File: src/rtl/rv_pkg.sv
// RV32I subset core definitions
// Opcode, ALU, write-back and forwarding encodings
// Widths, memory depths and reset vector

package rv_pkg;

  // ====================================================================
  // Widths and sizes
  // ====================================================================
  localparam int XLEN       = 32;
  localparam int REG_ADDR_W = 5;

  // Instruction memory, word addressed
  localparam int IMEM_WORDS = 256;
  localparam int IMEM_AW    = 8;

  // Data memory, word addressed
  localparam int DMEM_WORDS = 256;
  localparam int DMEM_AW    = 8;

  // First fetch address
  localparam logic [XLEN-1:0] RESET_VECTOR = '0;

  // ====================================================================
  // Encodings
  // ====================================================================
  // Major opcodes, instr[6:0]
  typedef enum logic [6:0] {
    OP     = 7'b0110011,
    OP_IMM = 7'b0010011,
    LOAD   = 7'b0000011,
    STORE  = 7'b0100011,
    BRANCH = 7'b1100011,
    JAL    = 7'b1101111
  } rv_opcode_e;

  typedef enum logic [2:0] {
    ALU_ADD = 3'd0,
    ALU_SUB = 3'd1,
    ALU_AND = 3'd2,
    ALU_OR  = 3'd3,
    ALU_XOR = 3'd4,
    ALU_SLT = 3'd5
  } alu_op_e;

  // Write-back source
  typedef enum logic [1:0] {
    WB_ALU = 2'd0,
    WB_MEM = 2'd1,
    WB_PC4 = 2'd2
  } wb_sel_e;

  // Operand source in execute
  typedef enum logic [1:0] {
    FWD_NONE  = 2'd0,
    FWD_EXMEM = 2'd1,
    FWD_MEMWB = 2'd2
  } fwd_sel_e;

endpackage
File: src/rtl/rv_hazard_if.sv
// Pipeline hazard control bundle
// Stall, bubble, flush and forwarding selects between hazard unit and stages

`timescale 1ns/1ps

interface rv_hazard_if (
  input logic clk,
  input logic arst_n
);

  // Driven by hazard unit
  logic                          stall;
  logic                          bubble;
  logic                          flush;
  rv_pkg::fwd_sel_e              fwd_a;
  rv_pkg::fwd_sel_e              fwd_b;
  // Driven by execute
  logic                          redirect;
  // Source registers of the instruction in ID
  logic [rv_pkg::REG_ADDR_W-1:0] id_rs1;
  logic [rv_pkg::REG_ADDR_W-1:0] id_rs2;

  modport hazard (
    input  clk, arst_n, redirect, id_rs1, id_rs2,
    output stall, bubble, flush, fwd_a, fwd_b
  );
  modport decode (input stall, bubble, flush, output id_rs1, id_rs2);
  modport execute (input fwd_a, fwd_b, output redirect);

endinterface

File: src/rtl/rv_hazard.sv
// Hazard unit
// Load-use stall, redirect flush and forwarding source selection

`timescale 1ns/1ps

module rv_hazard (
  rv_hazard_if.hazard                  hz,
  input logic [rv_pkg::REG_ADDR_W-1:0] idex_rs1,
  input logic [rv_pkg::REG_ADDR_W-1:0] idex_rs2,
  input logic [rv_pkg::REG_ADDR_W-1:0] idex_rd,
  input logic                          idex_mem_read,
  input logic [rv_pkg::REG_ADDR_W-1:0] exmem_rd,
  input logic                          exmem_reg_write,
  input logic [rv_pkg::REG_ADDR_W-1:0] wb_rd,
  input logic                          wb_we
);

  logic load_use;

  // Nearest producer wins, x0 never forwarded
  function automatic rv_pkg::fwd_sel_e pick(
    input logic [rv_pkg::REG_ADDR_W-1:0] src
  );
    if (exmem_reg_write && exmem_rd != '0 && exmem_rd == src) begin
      return rv_pkg::FWD_EXMEM;
    end
    if (wb_we && wb_rd != '0 && wb_rd == src) begin
      return rv_pkg::FWD_MEMWB;
    end
    return rv_pkg::FWD_NONE;
  endfunction

  // Load in EX feeding the instruction in ID
  assign load_use = idex_mem_read && idex_rd != '0 &&
                    (idex_rd == hz.id_rs1 || idex_rd == hz.id_rs2);

  assign hz.stall  = load_use;
  assign hz.bubble = load_use;
  assign hz.flush  = hz.redirect;

  always_comb begin
    hz.fwd_a = pick(idex_rs1);
    hz.fwd_b = pick(idex_rs2);
  end

  // Branch in EX excludes a load there
  a_stall_flush: assert property (@(posedge hz.clk) disable iff (!hz.arst_n)
    !(hz.stall && hz.flush));

endmodule

File: src/flat_wrapper.sv
// flat-port wrapper written by rule: the top's interface ports become plain ports
module rv_hazard_flat 
  (idex_rs1, idex_rs2, idex_rd, idex_mem_read, exmem_rd, exmem_reg_write, wb_rd, wb_we, clk, arst_n, hz_redirect, hz_id_rs1, hz_id_rs2, hz_stall, hz_bubble, hz_flush, hz_fwd_a, hz_fwd_b);
  rv_hazard_if hz_i (.clk(clk), .arst_n(arst_n));
  input logic [rv_pkg::REG_ADDR_W-1:0] idex_rs1;
  input logic [rv_pkg::REG_ADDR_W-1:0] idex_rs2;
  input logic [rv_pkg::REG_ADDR_W-1:0] idex_rd;
  input logic idex_mem_read;
  input logic [rv_pkg::REG_ADDR_W-1:0] exmem_rd;
  input logic exmem_reg_write;
  input logic [rv_pkg::REG_ADDR_W-1:0] wb_rd;
  input logic wb_we;
  input wire logic clk;
  input wire logic arst_n;
  input wire logic [$bits(hz_i.redirect)-1:0] hz_redirect;
  input wire logic [$bits(hz_i.id_rs1)-1:0] hz_id_rs1;
  input wire logic [$bits(hz_i.id_rs2)-1:0] hz_id_rs2;
  output wire logic [$bits(hz_i.stall)-1:0] hz_stall;
  output wire logic [$bits(hz_i.bubble)-1:0] hz_bubble;
  output wire logic [$bits(hz_i.flush)-1:0] hz_flush;
  output wire logic [$bits(hz_i.fwd_a)-1:0] hz_fwd_a;
  output wire logic [$bits(hz_i.fwd_b)-1:0] hz_fwd_b;
  assign hz_i.redirect = hz_redirect;
  assign hz_i.id_rs1 = hz_id_rs1;
  assign hz_i.id_rs2 = hz_id_rs2;
  assign hz_stall = hz_i.stall;
  assign hz_bubble = hz_i.bubble;
  assign hz_flush = hz_i.flush;
  assign hz_fwd_a = hz_i.fwd_a;
  assign hz_fwd_b = hz_i.fwd_b;
  rv_hazard u_core (.hz(hz_i), .idex_rs1(idex_rs1), .idex_rs2(idex_rs2), .idex_rd(idex_rd), .idex_mem_read(idex_mem_read), .exmem_rd(exmem_rd), .exmem_reg_write(exmem_reg_write), .wb_rd(wb_rd), .wb_we(wb_we));
endmodule
File: config.mk
export PLATFORM = sky130hd
export DESIGN_NAME = rv_hazard_flat
export DESIGN_NICKNAME = d
export VERILOG_FILES = /design/src/rtl/rv_pkg.sv /design/src/rtl/rv_hazard_if.sv /design/src/rtl/rv_hazard.sv /design/src/flat_wrapper.sv
export SDC_FILE = /design/constraint.sdc
export NUM_CORES = 1
export LEC_CHECK = 0
export BUFFER_PORTS_ARGS = -buffer_cell sky130_fd_sc_hd__clkbuf_2
export CORE_AREA = 5 5 42 44
export DETAILED_ROUTE_END_ITERATION = 6
export DIE_AREA = 0 0 47 49
export PLACE_DENSITY = 0.74
export SLEW_MARGIN = 40
export SYNTH_ARGS = -nofsm -noshare
export SYNTH_HDL_FRONTEND = slang
export SYNTH_SLANG_ARGS = --single-unit
export TNS_END_PERCENT = 20
File: constraint.sdc
create_clock -name vclk -period 3.4
set_clock_uncertainty 0.15 [all_clocks]
set_input_delay 0.34 -clock vclk [all_inputs]
set_output_delay 0.34 -clock vclk [all_outputs]
set_load 0.02 [all_outputs]
==> reports/results.txt <==
At the worst endpoint, the required time is 2.91 ns. Setup repair after global routing left no endpoint under its margin. The count of mapped cells out of synthesis was 51; the post-synthesis mux area share was 0%. The total number of sequential cells came out at 0. Summing the areas of all compound-gate instances in the mapped netlist gives 5.85% of the synthesized area. The first global-routing pass estimated 2.10 mm of wire. The initial utilization of the core area, before any placement, comes to 29.0%. The multi-input combinational cells in the finished layout cover a total of 392 µm². The via count of the first global-routing pass came out at 582. The run gives 0 as the initial antenna violation count. The relative slew slack was 67.6%; the number of distinct library cells after synthesis was 12.

After synthesis, the largest family of logic cells by area is XOR/XNOR gates. The switching power summed over all nets is 35.3 µW. The height of the die came out at 49 µm. The synthesized netlist devotes 25.8% of its cell area to simple gates.

After global routing the overflow that remains totals 0. For the register share of total power, the log shows 0%. The tools report the final hold violation count as 0. Category of the critical setup timing path: in -> out.

The transition time of the tightest slew-check pin is 0.482 ns, and the number of fillers in the final layout is 141. The horizontal die dimension works out to 47 µm. The worst hold endpoint is hz_flush. Peak clock frequency supported by timing: 0.452 GHz. For this run, the detailed router's first-pass iteration total came to 3. The total count of max-transition violations in the final report is 0, and the internal power component is 37.4 µW.

Hold repair after CTS inserted 0 buffers. The worst min-delay path class was in -> out. The smallest setup slack after layout was 1.19 ns; the standard cell core area was 0.00140 mm².

The overall routing resource usage came out at 11.4%. The flow ran to the end, and the final reports show no timing, DRC or antenna violations. The clock period could shrink to 2.21 ns.

For this block, the via count after detailed routing is 535. For this run, the number of Yosys warnings is 0. The wire length per cell after detailed routing works out to 12.4 µm. The first routing iteration left 5 violations.

The number of clock buffers in the layout came out at 0. The worst hold path begins at hz_redirect. The tools report the length of routed met3 wiring as 230 µm. Timing analysis after detailed placement gives a worst setup slack of 1.17 ns.

The setup TNS was 0 ns. The count of instances resized after the clock tree is built was 0. The mean area per synthesized cell works out to 7.97 µm².

The synthesized netlist devotes 0% of its cell area to adder and majority cells. In this run, the combinational gates consume 100.0% of the power. Final setup violation count: 0.

Xor and xnor area share after synthesis: 64.6%. The tools report the met2 wire length as 670 µm. The count of buffers from port buffering came out at 44.

The number of routed nets with antenna violations came out at 0. Of all nets on the critical path, the largest fanout is 3. For the met1 wire length, the log shows 450 µm. The routability congestion estimate from global placement came out at 0.792. The worst-case IR drop observed on VDD is 44.6 µV. The run gives 4 as the largest net degree at the start of global routing.

At the end of the flow, the number of nets in the layout was 136. The boundary pin count is 48, and the share of the clock period used by the worst path after layout is 65.1%. In this run, the clock network consumes 0% of the power. The run gives 0 as the number of violations of the max-capacitance limit.

Number of cells traversed by the worst hold path: 0. The floorplan has 14 rows. Dividing total power by cell area gives a power density of 115 mW/mm².

The synthesized net count came out at 92. The detailed router used layers up to and including met3. The logs give 72.6 µW for the total power after layout and 0 for the count of buffers added by post-CTS timing repair for setup. In the final layout, the share of cells above drive strength 1 is 50.5%. In this run the cell area of the synthesized design comes to 407 µm². The floorplan step defined a die boundary enclosing 0.00230 mm². The switching power share of the total works out to 48.6%.

The share of the Yosys chip area taken by registers is 0%. The final antenna diode count came out at 0. The HPWL after detailed placement is 1.28 mm, and the storage element area is 0 µm². The area growth from synthesis to layout is 55.4%. The ratio of routed vias to standard cells works out to 4.91.

The sort of element at the end of the critical path was a primary output. For this run, design rule violations remaining after detail routing come to 0. The analysis attributes to cell leakage a power of 0.000310 µW. Wires add up to 1.35 mm.

The worst setup path is launched from a primary input. At the worst endpoint, the arrival time is 1.72 ns.
==> per-stage QoR <==
step	instance area, µm²	hold slack, ns	instances	utilization (%)
finish	632	0.530	109	45.1
global route	632	0.530	109	45.1
CTS	632	0.530	109	45.1
detailed placement	632	0.530	109	45.1
global placement	632	0.530	109	45.1
floorplan	407	0.643	51	-
==> Yosys cell counts, drive strengths merged <==
cell	number	area (µm²)
xnor2	10	87.6
nor3	2	10.0
nand3	4	20.0
o21ai	3	18.8
a21oi	1	5.00
or4	5	37.5
buf	2	15.0
xor2	20	175
nor4	4	37.5
==> kinds of logic (layout without fill, tap and decap cells) <==
group	after synthesis	in the layout
compound gates	4	4
xor+xnor	30	30
simple gates	15	15
buf+inv	2	44
==> layer usage <==
layer | vias up | global-route usage [%]
li1 | 268 | -
met1 | 227 | 12.4
met2 | 40 | 22.4
met3 | 0 | 2.21
met4 | 0 | 0
met5 | - | 0
==> placed cells by master (no fill, tap or decap) <==
cell      count
a21oi_1       1
or4_1         5
nand3_1       4
nor4_1        2
nor4_2        2
clkbuf_2     44
o21ai_2       1
nor3_1        2
o21ai_0       1
xor2_1       20
xnor2_1      10
o21ai_1       1
==> area by class of cell <==
type                            instances  share of cell area (%)
Tap cell                               16                    3.17
Multi-Input combinational cell         49                    62.0
Timing Repair Buffer                   44                    34.9
==> critical path, cell delays in order <==
cell and delay, ns:
clkbuf_2 0.11, or4_1 0.54, o21ai_2 0.15, nor4_1 0.10
nor4_2 0.26, clkbuf_2 0.20
==> worst max-delay path by stage <==
stage | startpoint | endpoint | slack, ns | cells after the start
detailed placement | exmem_rd[0] | hz_fwd_b[1] | 1.17 | 6
global placement | exmem_rd[0] | hz_fwd_b[1] | 1.20 | 6
finish | exmem_rd[0] | hz_fwd_b[1] | 1.19 | 6
CTS | exmem_rd[0] | hz_fwd_b[1] | 1.17 | 6
global route | exmem_rd[0] | hz_fwd_b[1] | 1.11 | 6
floorplan | exmem_rd[0] | hz_fwd_a[1] | 1.22 | 4
==> power by group through the flow <==
stage	Sequential, µW	Combinational (µW)	Clock [µW]
after CTS	0	73.3	0
after global placement	0	71.1	0
after detailed placement	0	72.9	0
after floorplan	0	36.3	0
after global routing	0	79.8	0
final	0	72.6	0
Power figures use the tool's default switching activity.
