$ cat src/rtl/rv_pkg.sv
// RV32I subset core definitions
// Opcode, ALU, write-back and forwarding encodings
// Widths, memory depths and reset vector

package rv_pkg;

  // ====================================================================
  // Widths and sizes
  // ====================================================================
  localparam int XLEN       = 32;
  localparam int REG_ADDR_W = 5;

  // Instruction memory, word addressed
  localparam int IMEM_WORDS = 256;
  localparam int IMEM_AW    = 8;

  // Data memory, word addressed
  localparam int DMEM_WORDS = 256;
  localparam int DMEM_AW    = 8;

  // First fetch address
  localparam logic [XLEN-1:0] RESET_VECTOR = '0;

  // ====================================================================
  // Encodings
  // ====================================================================
  // Major opcodes, instr[6:0]
  typedef enum logic [6:0] {
    OP     = 7'b0110011,
    OP_IMM = 7'b0010011,
    LOAD   = 7'b0000011,
    STORE  = 7'b0100011,
    BRANCH = 7'b1100011,
    JAL    = 7'b1101111
  } rv_opcode_e;

  typedef enum logic [2:0] {
    ALU_ADD = 3'd0,
    ALU_SUB = 3'd1,
    ALU_AND = 3'd2,
    ALU_OR  = 3'd3,
    ALU_XOR = 3'd4,
    ALU_SLT = 3'd5
  } alu_op_e;

  // Write-back source
  typedef enum logic [1:0] {
    WB_ALU = 2'd0,
    WB_MEM = 2'd1,
    WB_PC4 = 2'd2
  } wb_sel_e;

  // Operand source in execute
  typedef enum logic [1:0] {
    FWD_NONE  = 2'd0,
    FWD_EXMEM = 2'd1,
    FWD_MEMWB = 2'd2
  } fwd_sel_e;

endpackage
$ cat src/rtl/rv_hazard_if.sv
// Pipeline hazard control bundle
// Stall, bubble, flush and forwarding selects between hazard unit and stages

`timescale 1ns/1ps

interface rv_hazard_if (
  input logic clk,
  input logic arst_n
);

  // Driven by hazard unit
  logic                          stall;
  logic                          bubble;
  logic                          flush;
  rv_pkg::fwd_sel_e              fwd_a;
  rv_pkg::fwd_sel_e              fwd_b;
  // Driven by execute
  logic                          redirect;
  // Source registers of the instruction in ID
  logic [rv_pkg::REG_ADDR_W-1:0] id_rs1;
  logic [rv_pkg::REG_ADDR_W-1:0] id_rs2;

  modport hazard (
    input  clk, arst_n, redirect, id_rs1, id_rs2,
    output stall, bubble, flush, fwd_a, fwd_b
  );
  modport decode (input stall, bubble, flush, output id_rs1, id_rs2);
  modport execute (input fwd_a, fwd_b, output redirect);

endinterface

$ cat src/rtl/rv_execute.sv
// Execute stage
// Forwarding muxes, ALU, branch and jump resolution, EX/MEM register

`timescale 1ns/1ps

module rv_execute (
  input  logic                          clk,
  input  logic                          arst_n,
  input  logic [rv_pkg::XLEN-1:0]       idex_pc,
  input  logic [rv_pkg::XLEN-1:0]       idex_rs1_data,
  input  logic [rv_pkg::XLEN-1:0]       idex_rs2_data,
  input  logic [rv_pkg::REG_ADDR_W-1:0] idex_rd,
  input  logic [rv_pkg::XLEN-1:0]       idex_imm,
  input  rv_pkg::alu_op_e               idex_alu_op,
  input  logic                          idex_alu_src,
  input  logic                          idex_branch_ne,
  input  logic                          idex_branch,
  input  logic                          idex_jump,
  input  logic                          idex_mem_read,
  input  logic                          idex_mem_write,
  input  logic                          idex_reg_write,
  input  rv_pkg::wb_sel_e               idex_wb_sel,
  rv_hazard_if.execute                  hz,
  input  logic [rv_pkg::XLEN-1:0]       exmem_result,
  input  logic [rv_pkg::XLEN-1:0]       wb_data,
  output logic                          redirect,
  output logic [rv_pkg::XLEN-1:0]       redirect_pc,
  output logic [rv_pkg::XLEN-1:0]       exmem_alu_result,
  output logic [rv_pkg::XLEN-1:0]       exmem_store_data,
  output logic [rv_pkg::REG_ADDR_W-1:0] exmem_rd,
  output logic                          exmem_mem_read,
  output logic                          exmem_mem_write,
  output logic                          exmem_reg_write,
  output rv_pkg::wb_sel_e               exmem_wb_sel,
  output logic [rv_pkg::XLEN-1:0]       exmem_pc4
);

  logic [rv_pkg::XLEN-1:0] op_a;
  logic [rv_pkg::XLEN-1:0] rs2_fwd;
  logic [rv_pkg::XLEN-1:0] op_b;
  logic [rv_pkg::XLEN-1:0] alu_y;
  logic [rv_pkg::XLEN-1:0] pc4;
  logic                    taken;

  // Operand source per hazard unit select
  function automatic logic [rv_pkg::XLEN-1:0] fwd_mux(
    input rv_pkg::fwd_sel_e        sel,
    input logic [rv_pkg::XLEN-1:0] reg_val,
    input logic [rv_pkg::XLEN-1:0] ex_val,
    input logic [rv_pkg::XLEN-1:0] wb_val
  );
    case (sel)
      rv_pkg::FWD_EXMEM: return ex_val;
      rv_pkg::FWD_MEMWB: return wb_val;
      default:           return reg_val;
    endcase
  endfunction

  assign op_a    = fwd_mux(hz.fwd_a, idex_rs1_data, exmem_result, wb_data);
  assign rs2_fwd = fwd_mux(hz.fwd_b, idex_rs2_data, exmem_result, wb_data);
  assign op_b    = idex_alu_src ? idex_imm : rs2_fwd;

  // ====================================================================
  // ALU
  // ====================================================================
  always_comb begin
    case (idex_alu_op)
      rv_pkg::ALU_SUB: alu_y = op_a - op_b;
      rv_pkg::ALU_AND: alu_y = op_a & op_b;
      rv_pkg::ALU_OR:  alu_y = op_a | op_b;
      rv_pkg::ALU_XOR: alu_y = op_a ^ op_b;
      rv_pkg::ALU_SLT: alu_y = rv_pkg::XLEN'($signed(op_a) < $signed(op_b));
      default:         alu_y = op_a + op_b;
    endcase
  end

  // ====================================================================
  // Branch and jump resolution
  // ====================================================================
  // Targets are PC relative
  assign taken       = idex_branch && (idex_branch_ne ? (op_a != rs2_fwd) : (op_a == rs2_fwd));
  assign redirect    = taken || idex_jump;
  assign redirect_pc = idex_pc + idex_imm;
  assign hz.redirect = redirect;
  assign pc4         = idex_pc + rv_pkg::XLEN'(4);

  // EX/MEM controls
  always_ff @(posedge clk or negedge arst_n) begin
    if (!arst_n) begin
      exmem_mem_read  <= 1'b0;
      exmem_mem_write <= 1'b0;
      exmem_reg_write <= 1'b0;
    end else begin
      exmem_mem_read  <= idex_mem_read;
      exmem_mem_write <= idex_mem_write;
      exmem_reg_write <= idex_reg_write;
    end
  end

  // EX/MEM payload
  always_ff @(posedge clk) begin
    exmem_alu_result <= alu_y;
    exmem_store_data <= rs2_fwd;
    exmem_rd         <= idex_rd;
    exmem_wb_sel     <= idex_wb_sel;
    exmem_pc4        <= pc4;
  end

  // Instruction behind a redirect enters EX as a no-op
  a_redirect_squash: assert property (@(posedge clk) disable iff (!arst_n)
    redirect |=> !(idex_branch || idex_jump || idex_mem_read || idex_mem_write ||
                   idex_reg_write));

endmodule

$ cat src/flat_wrapper.sv
// flat-port wrapper written by rule: the top's interface ports become plain ports
module rv_execute_flat 
  (clk, arst_n, idex_pc, idex_rs1_data, idex_rs2_data, idex_rd, idex_imm, idex_alu_op, idex_alu_src, idex_branch_ne, idex_branch, idex_jump, idex_mem_read, idex_mem_write, idex_reg_write, idex_wb_sel, exmem_result, wb_data, redirect, redirect_pc, exmem_alu_result, exmem_store_data, exmem_rd, exmem_mem_read, exmem_mem_write, exmem_reg_write, exmem_wb_sel, exmem_pc4, hz_fwd_a, hz_fwd_b, hz_redirect);
  rv_hazard_if hz_i (.clk(clk), .arst_n(arst_n));
  input  logic clk;
  input  logic arst_n;
  input  logic [rv_pkg::XLEN-1:0] idex_pc;
  input  logic [rv_pkg::XLEN-1:0] idex_rs1_data;
  input  logic [rv_pkg::XLEN-1:0] idex_rs2_data;
  input  logic [rv_pkg::REG_ADDR_W-1:0] idex_rd;
  input  logic [rv_pkg::XLEN-1:0] idex_imm;
  input  rv_pkg::alu_op_e idex_alu_op;
  input  logic idex_alu_src;
  input  logic idex_branch_ne;
  input  logic idex_branch;
  input  logic idex_jump;
  input  logic idex_mem_read;
  input  logic idex_mem_write;
  input  logic idex_reg_write;
  input  rv_pkg::wb_sel_e idex_wb_sel;
  input  logic [rv_pkg::XLEN-1:0] exmem_result;
  input  logic [rv_pkg::XLEN-1:0] wb_data;
  output logic redirect;
  output logic [rv_pkg::XLEN-1:0] redirect_pc;
  output logic [rv_pkg::XLEN-1:0] exmem_alu_result;
  output logic [rv_pkg::XLEN-1:0] exmem_store_data;
  output logic [rv_pkg::REG_ADDR_W-1:0] exmem_rd;
  output logic exmem_mem_read;
  output logic exmem_mem_write;
  output logic exmem_reg_write;
  output rv_pkg::wb_sel_e exmem_wb_sel;
  output logic [rv_pkg::XLEN-1:0] exmem_pc4;
  input wire logic [$bits(hz_i.fwd_a)-1:0] hz_fwd_a;
  input wire logic [$bits(hz_i.fwd_b)-1:0] hz_fwd_b;
  output wire logic [$bits(hz_i.redirect)-1:0] hz_redirect;
  assign hz_i.fwd_a = hz_fwd_a;
  assign hz_i.fwd_b = hz_fwd_b;
  assign hz_redirect = hz_i.redirect;
  rv_execute u_core (.clk(clk), .arst_n(arst_n), .idex_pc(idex_pc), .idex_rs1_data(idex_rs1_data), .idex_rs2_data(idex_rs2_data), .idex_rd(idex_rd), .idex_imm(idex_imm), .idex_alu_op(idex_alu_op), .idex_alu_src(idex_alu_src), .idex_branch_ne(idex_branch_ne), .idex_branch(idex_branch), .idex_jump(idex_jump), .idex_mem_read(idex_mem_read), .idex_mem_write(idex_mem_write), .idex_reg_write(idex_reg_write), .idex_wb_sel(idex_wb_sel), .hz(hz_i), .exmem_result(exmem_result), .wb_data(wb_data), .redirect(redirect), .redirect_pc(redirect_pc), .exmem_alu_result(exmem_alu_result), .exmem_store_data(exmem_store_data), .exmem_rd(exmem_rd), .exmem_mem_read(exmem_mem_read), .exmem_mem_write(exmem_mem_write), .exmem_reg_write(exmem_reg_write), .exmem_wb_sel(exmem_wb_sel), .exmem_pc4(exmem_pc4));
endmodule
$ cat config.mk
export PLATFORM = sky130hd
export DESIGN_NAME = rv_execute_flat
export DESIGN_NICKNAME = d
export VERILOG_FILES = /design/src/rtl/rv_pkg.sv /design/src/rtl/rv_hazard_if.sv /design/src/rtl/rv_execute.sv /design/src/flat_wrapper.sv
export SDC_FILE = /design/constraint.sdc
export NUM_CORES = 1
export LEC_CHECK = 0
export BUFFER_PORTS_ARGS = -buffer_cell sky130_fd_sc_hd__buf_2
export CAP_MARGIN = 20
export CORE_MARGIN = 5
export CORE_UTILIZATION = 40
export CTS_CLUSTER_DIAMETER = 60
export DETAILED_ROUTE_END_ITERATION = 16
export GPL_ROUTABILITY_DRIVEN = 0
export PLACE_DENSITY = 0.7
export REMOVE_ABC_BUFFERS = 1
export SYNTH_ARGS = -nofsm -noshare
export SYNTH_HDL_FRONTEND = slang
export SYNTH_SLANG_ARGS = --single-unit
$ cat constraint.sdc
create_clock -name clk -period 3.9 [get_ports clk]
set_input_delay 0.39 -clock clk [delete_from_list [all_inputs] [get_ports clk]]
set_output_delay 0.39 -clock clk [all_outputs]
set_load 0.03 [all_outputs]
==> results.md <==
* Status: complete, no violations
* Crit. Startpoint: hz_fwd_b[0]
* Setup Crit Path Kind: in -> reg
* Synth Register Bits at approximately 110
* Finish-stage setup viols at 0
* Vias per cell at about 5.7
* Syn avg cell area at between 7 and 8 µm²
* Pins Over Slew Limit at 0
* DR WL/cell at 20.0 µm
* CP Max Fanout at 12
* Commonest non-fill, non-tap cell in the layout: buf_2
* Clock network fraction of total power at 0.174
* Minimum clock period at ~3800 ps
* Compound-cell area share of the yosys netlist at 0.331
* TritonCTS Buffers at 9
* Ys Warns at 0
* Leak at ~0.0081 µW
* First-pass GRT wire length at approximately 80000 µm
* Worst-path clk slew at 80 ps
* Setup crit start kind: input port
* Nets at ~2600
* Mux cell area share after synthesis at 0.00793
* Vias in the first global route at 14200
* Initial antenna violation count at 8
* Bufs on Longest Clock Path at 2
* Largest net degree at the start of global routing at 67
* DIE WIDTH at 182 µm
* H-tree lvl count at 3
* Gr ovfl total at 0
* DP Area at 15900 µm²
* Count of input and output buffers at between 300 and 400
* IO Pins at approximately 360
* Initial Util at 0.403
* Async S/R FF share, synth at 0.0283
* CTS sink cnt at between 100 and 150
* CP arrival at 4010 ps
* Post-route cell area at 16400 µm²
* Flop pwr share at 0.208
* Combinational share of power at 0.618
* GRT Total Usage at 0.295
* Worst-Margin Slew at roughly 1000 ps
* Clk root buf: clkbuf_16
* Xor/xnor share of the synthesized area at 0.0806
* Switch share at 0.456
* Final wirelength at 52200 µm
* Max Clk Rate at ~0.27 GHz
* TritonCTS clock tree: built
* Period utilization at 0.966
* Core box area at 29400 µm²
* Cells after Synth at about 1600
* Sequential fraction of the synthesis area at 0.181
* Post-synthesis adder-cell area fraction at 0.145
* Pre-antenna DRT Iters at 6
* DR iter-0 viols at about 1700
* Worst min path class: in -> reg
* Final Hold Fails at 0
* Total die area at about 33000 µm²
* VDD IR-drop max at 0.186 mV
* Simple-gate share of the synthesized area at 0.174
* Main synth FF type: dfxtp_1
* Num rows at 63
* Setup crit end kind: register
* Most frequent cells in the layout: buf_2 (354), buf_4 (279), nor2_1 (172)
* Crit path to: u_core.exmem_alu_result[22]$_DFF_P_
* Maxcap violations at 0
* Post-Syn Area at about 12000 µm²
* DP Wirelength at between 40000 and 50000 µm
* Fin Hold WS at 113 ps
* Pwr dens at 375 nW/µm²
* Share of cells above drive strength 1 at 0.324
* Number of synthesized flops with an enable pin at 0
* Post-route ant nets at 0
* Via count at about 15000
* Net Sw Power at between 2000 and 3000 µW
* Largest family of logic cells by synthesized area: compound AO/OA/AOI/OAI gates
* Req. time, crit path at ~4200 ps
* Die Ht at 182 µm
* Residual DRC at 0
* P&R area growth vs syn at 38.8%
* Synth cell types at between 80 and 90
* Relative slew slack at 0.324
* Pint at about 3400 µW
==> cell families (layout without fill, tap and decap cells) <==
| kind of cell | after synthesis | in the layout |
|---|---|---|
| other | 0 | 6 |
| buffers and inverters | 253 | 815 |
| muxes | 9 | 9 |
| DFF | 106 | 106 |
| adders and majority gates | 135 | 135 |
| xor gates and xnor gates | 109 | 109 |
| and+or+nand+nor | 452 | 452 |
| AOI/OAI and AO/OA | 583 | 583 |
==> layout make-up <==
| cell class | count | area (µm²) |
|---|---|---|
| Fill cell | 2745 | 13000 |
| Multi-Input combinational cell | 1288 | 8920 |
| Timing Repair Buffer | 638 | 3940 |
| Sequential cell | 106 | 2140 |
| Inverter | 161 | 604 |
| Tap cell | 390 | 488 |
| Clock buffer | 12 | 246 |
| Clock inverter | 4 | 75.1 |
| Antenna cell | 6 | 15.0 |
==> through the flow <==
step                std cells  setup slack [ps]   util  TNS, ps  power [µW]
detailed placement       2577              -410  0.539    -4570        4930
CTS                      2594              9.09  0.551        0        6020
global placement         2577              -273  0.539    -2680        4860
finish                   2605               131  0.559        0        6160
floorplan                1555              -907      -   -12760        3420
global route             2602             -11.0  0.558    -17.9        6470
==> repair_timing <==
action | CTS | global route
pin swaps | 0 | 9
gates resized for setup | 1 | 46
hold buffers | 1 | 0
setup buffers | 0 | 5
endpoints found under the setup margin | 1 | 17
hold endpoints to repair | 3 | 0
==> how the worst min path moves through the flow <==
stage | cells after the start | start | end | slack (ps)
4_1_cts | 1 | idex_wb_sel[0] | u_core.exmem_wb_sel[0]$_DFF_P_ | 90
2_1_floorplan | 0 | arst_n | u_core.exmem_mem_read$_DFF_PN0_ | 90
5_1_grt | 1 | idex_rd[2] | u_core.exmem_rd[2]$_DFF_P_ | 110
3_3_place_gp | 1 | arst_n | u_core.exmem_mem_write$_DFF_PN0_ | 180
6_report | 1 | idex_rd[2] | u_core.exmem_rd[2]$_DFF_P_ | 110
3_5_place_dp | 1 | arst_n | u_core.exmem_mem_read$_DFF_PN0_ | 190
==> sequential cells by signal (all words and copies together) (netlist names) <==
signal                   cells
u_core.exmem_reg_write       1
u_core.exmem_rd              5
u_core.exmem_pc4            32
u_core.exmem_wb_sel          2
u_core.exmem_alu_result     32
u_core.exmem_mem_write       1
u_core.exmem_store_data     32
u_core.exmem_mem_read        1
==> cells in the mapped netlist, types with 12 or more instances <==
| master | number | area [µm²] |
|---|---|---|
| a21oi_1 | 175 | 876 |
| nor2_1 | 172 | 646 |
| inv_1 | 159 | 597 |
| ha_1 | 132 | 1650 |
| nand2_1 | 119 | 447 |
| dfxtp_1 | 103 | 2060 |
| xnor2_1 | 99 | 867 |
| o21ai_0 | 96 | 480 |
| a22oi_1 | 75 | 563 |
| clkbuf_1 | 70 | 263 |
| nor3_1 | 32 | 160 |
| a21o_1 | 29 | 218 |
| nand3_1 | 29 | 145 |
| a211oi_1 | 23 | 173 |
| nand4_1 | 23 | 144 |
| o21a_1 | 21 | 158 |
| buf_1 | 15 | 56.3 |
| o22ai_1 | 15 | 93.8 |
| o211ai_1 | 14 | 105 |
| o21bai_1 | 12 | 90.1 |
| or3_1 | 12 | 75.1 |
==> power by group through the flow <==
stage          Sequential, µW  Combinational [µW]  Clock [µW]
3_3_place_gp             1310                3560           0
5_1_grt                  1300                4050        1120
2_1_floorplan            1610                1810           0
3_5_place_dp             1310                3620           0
4_1_cts                  1280                3640        1090
6_report                 1280                3800        1070
==> worst max-delay path: stages <==
cell and delay (ps):
buf_2 140, inv_1 80, ha_4 320, buf_4 190
nor2_1 60, a21oi_1 170, o21ai_0 180, inv_1 120
ha_1 260, nand2b_1 180, o311ai_2 140, a21oi_2 340
a211oi_2 130, o311a_1 440, and2_1 250, mux2_2 290
a22oi_1 170, o221ai_1 160
==> layer usage <==
| layer | part of all wire | vias to the layer above | global-route usage |
|---|---|---|---|
| li1 | - | 7001 | - |
| met1 | 0.39 | 6920 | 0.373 |
| met2 | 0.46 | 856 | 0.486 |
| met3 | 0.11 | 158 | 0.0773 |
| met4 | 0.038 | 10 | 0.0997 |
| met5 | 0.0012 | - | 0 |
Note: power is estimated with default switching activity, not from simulation.
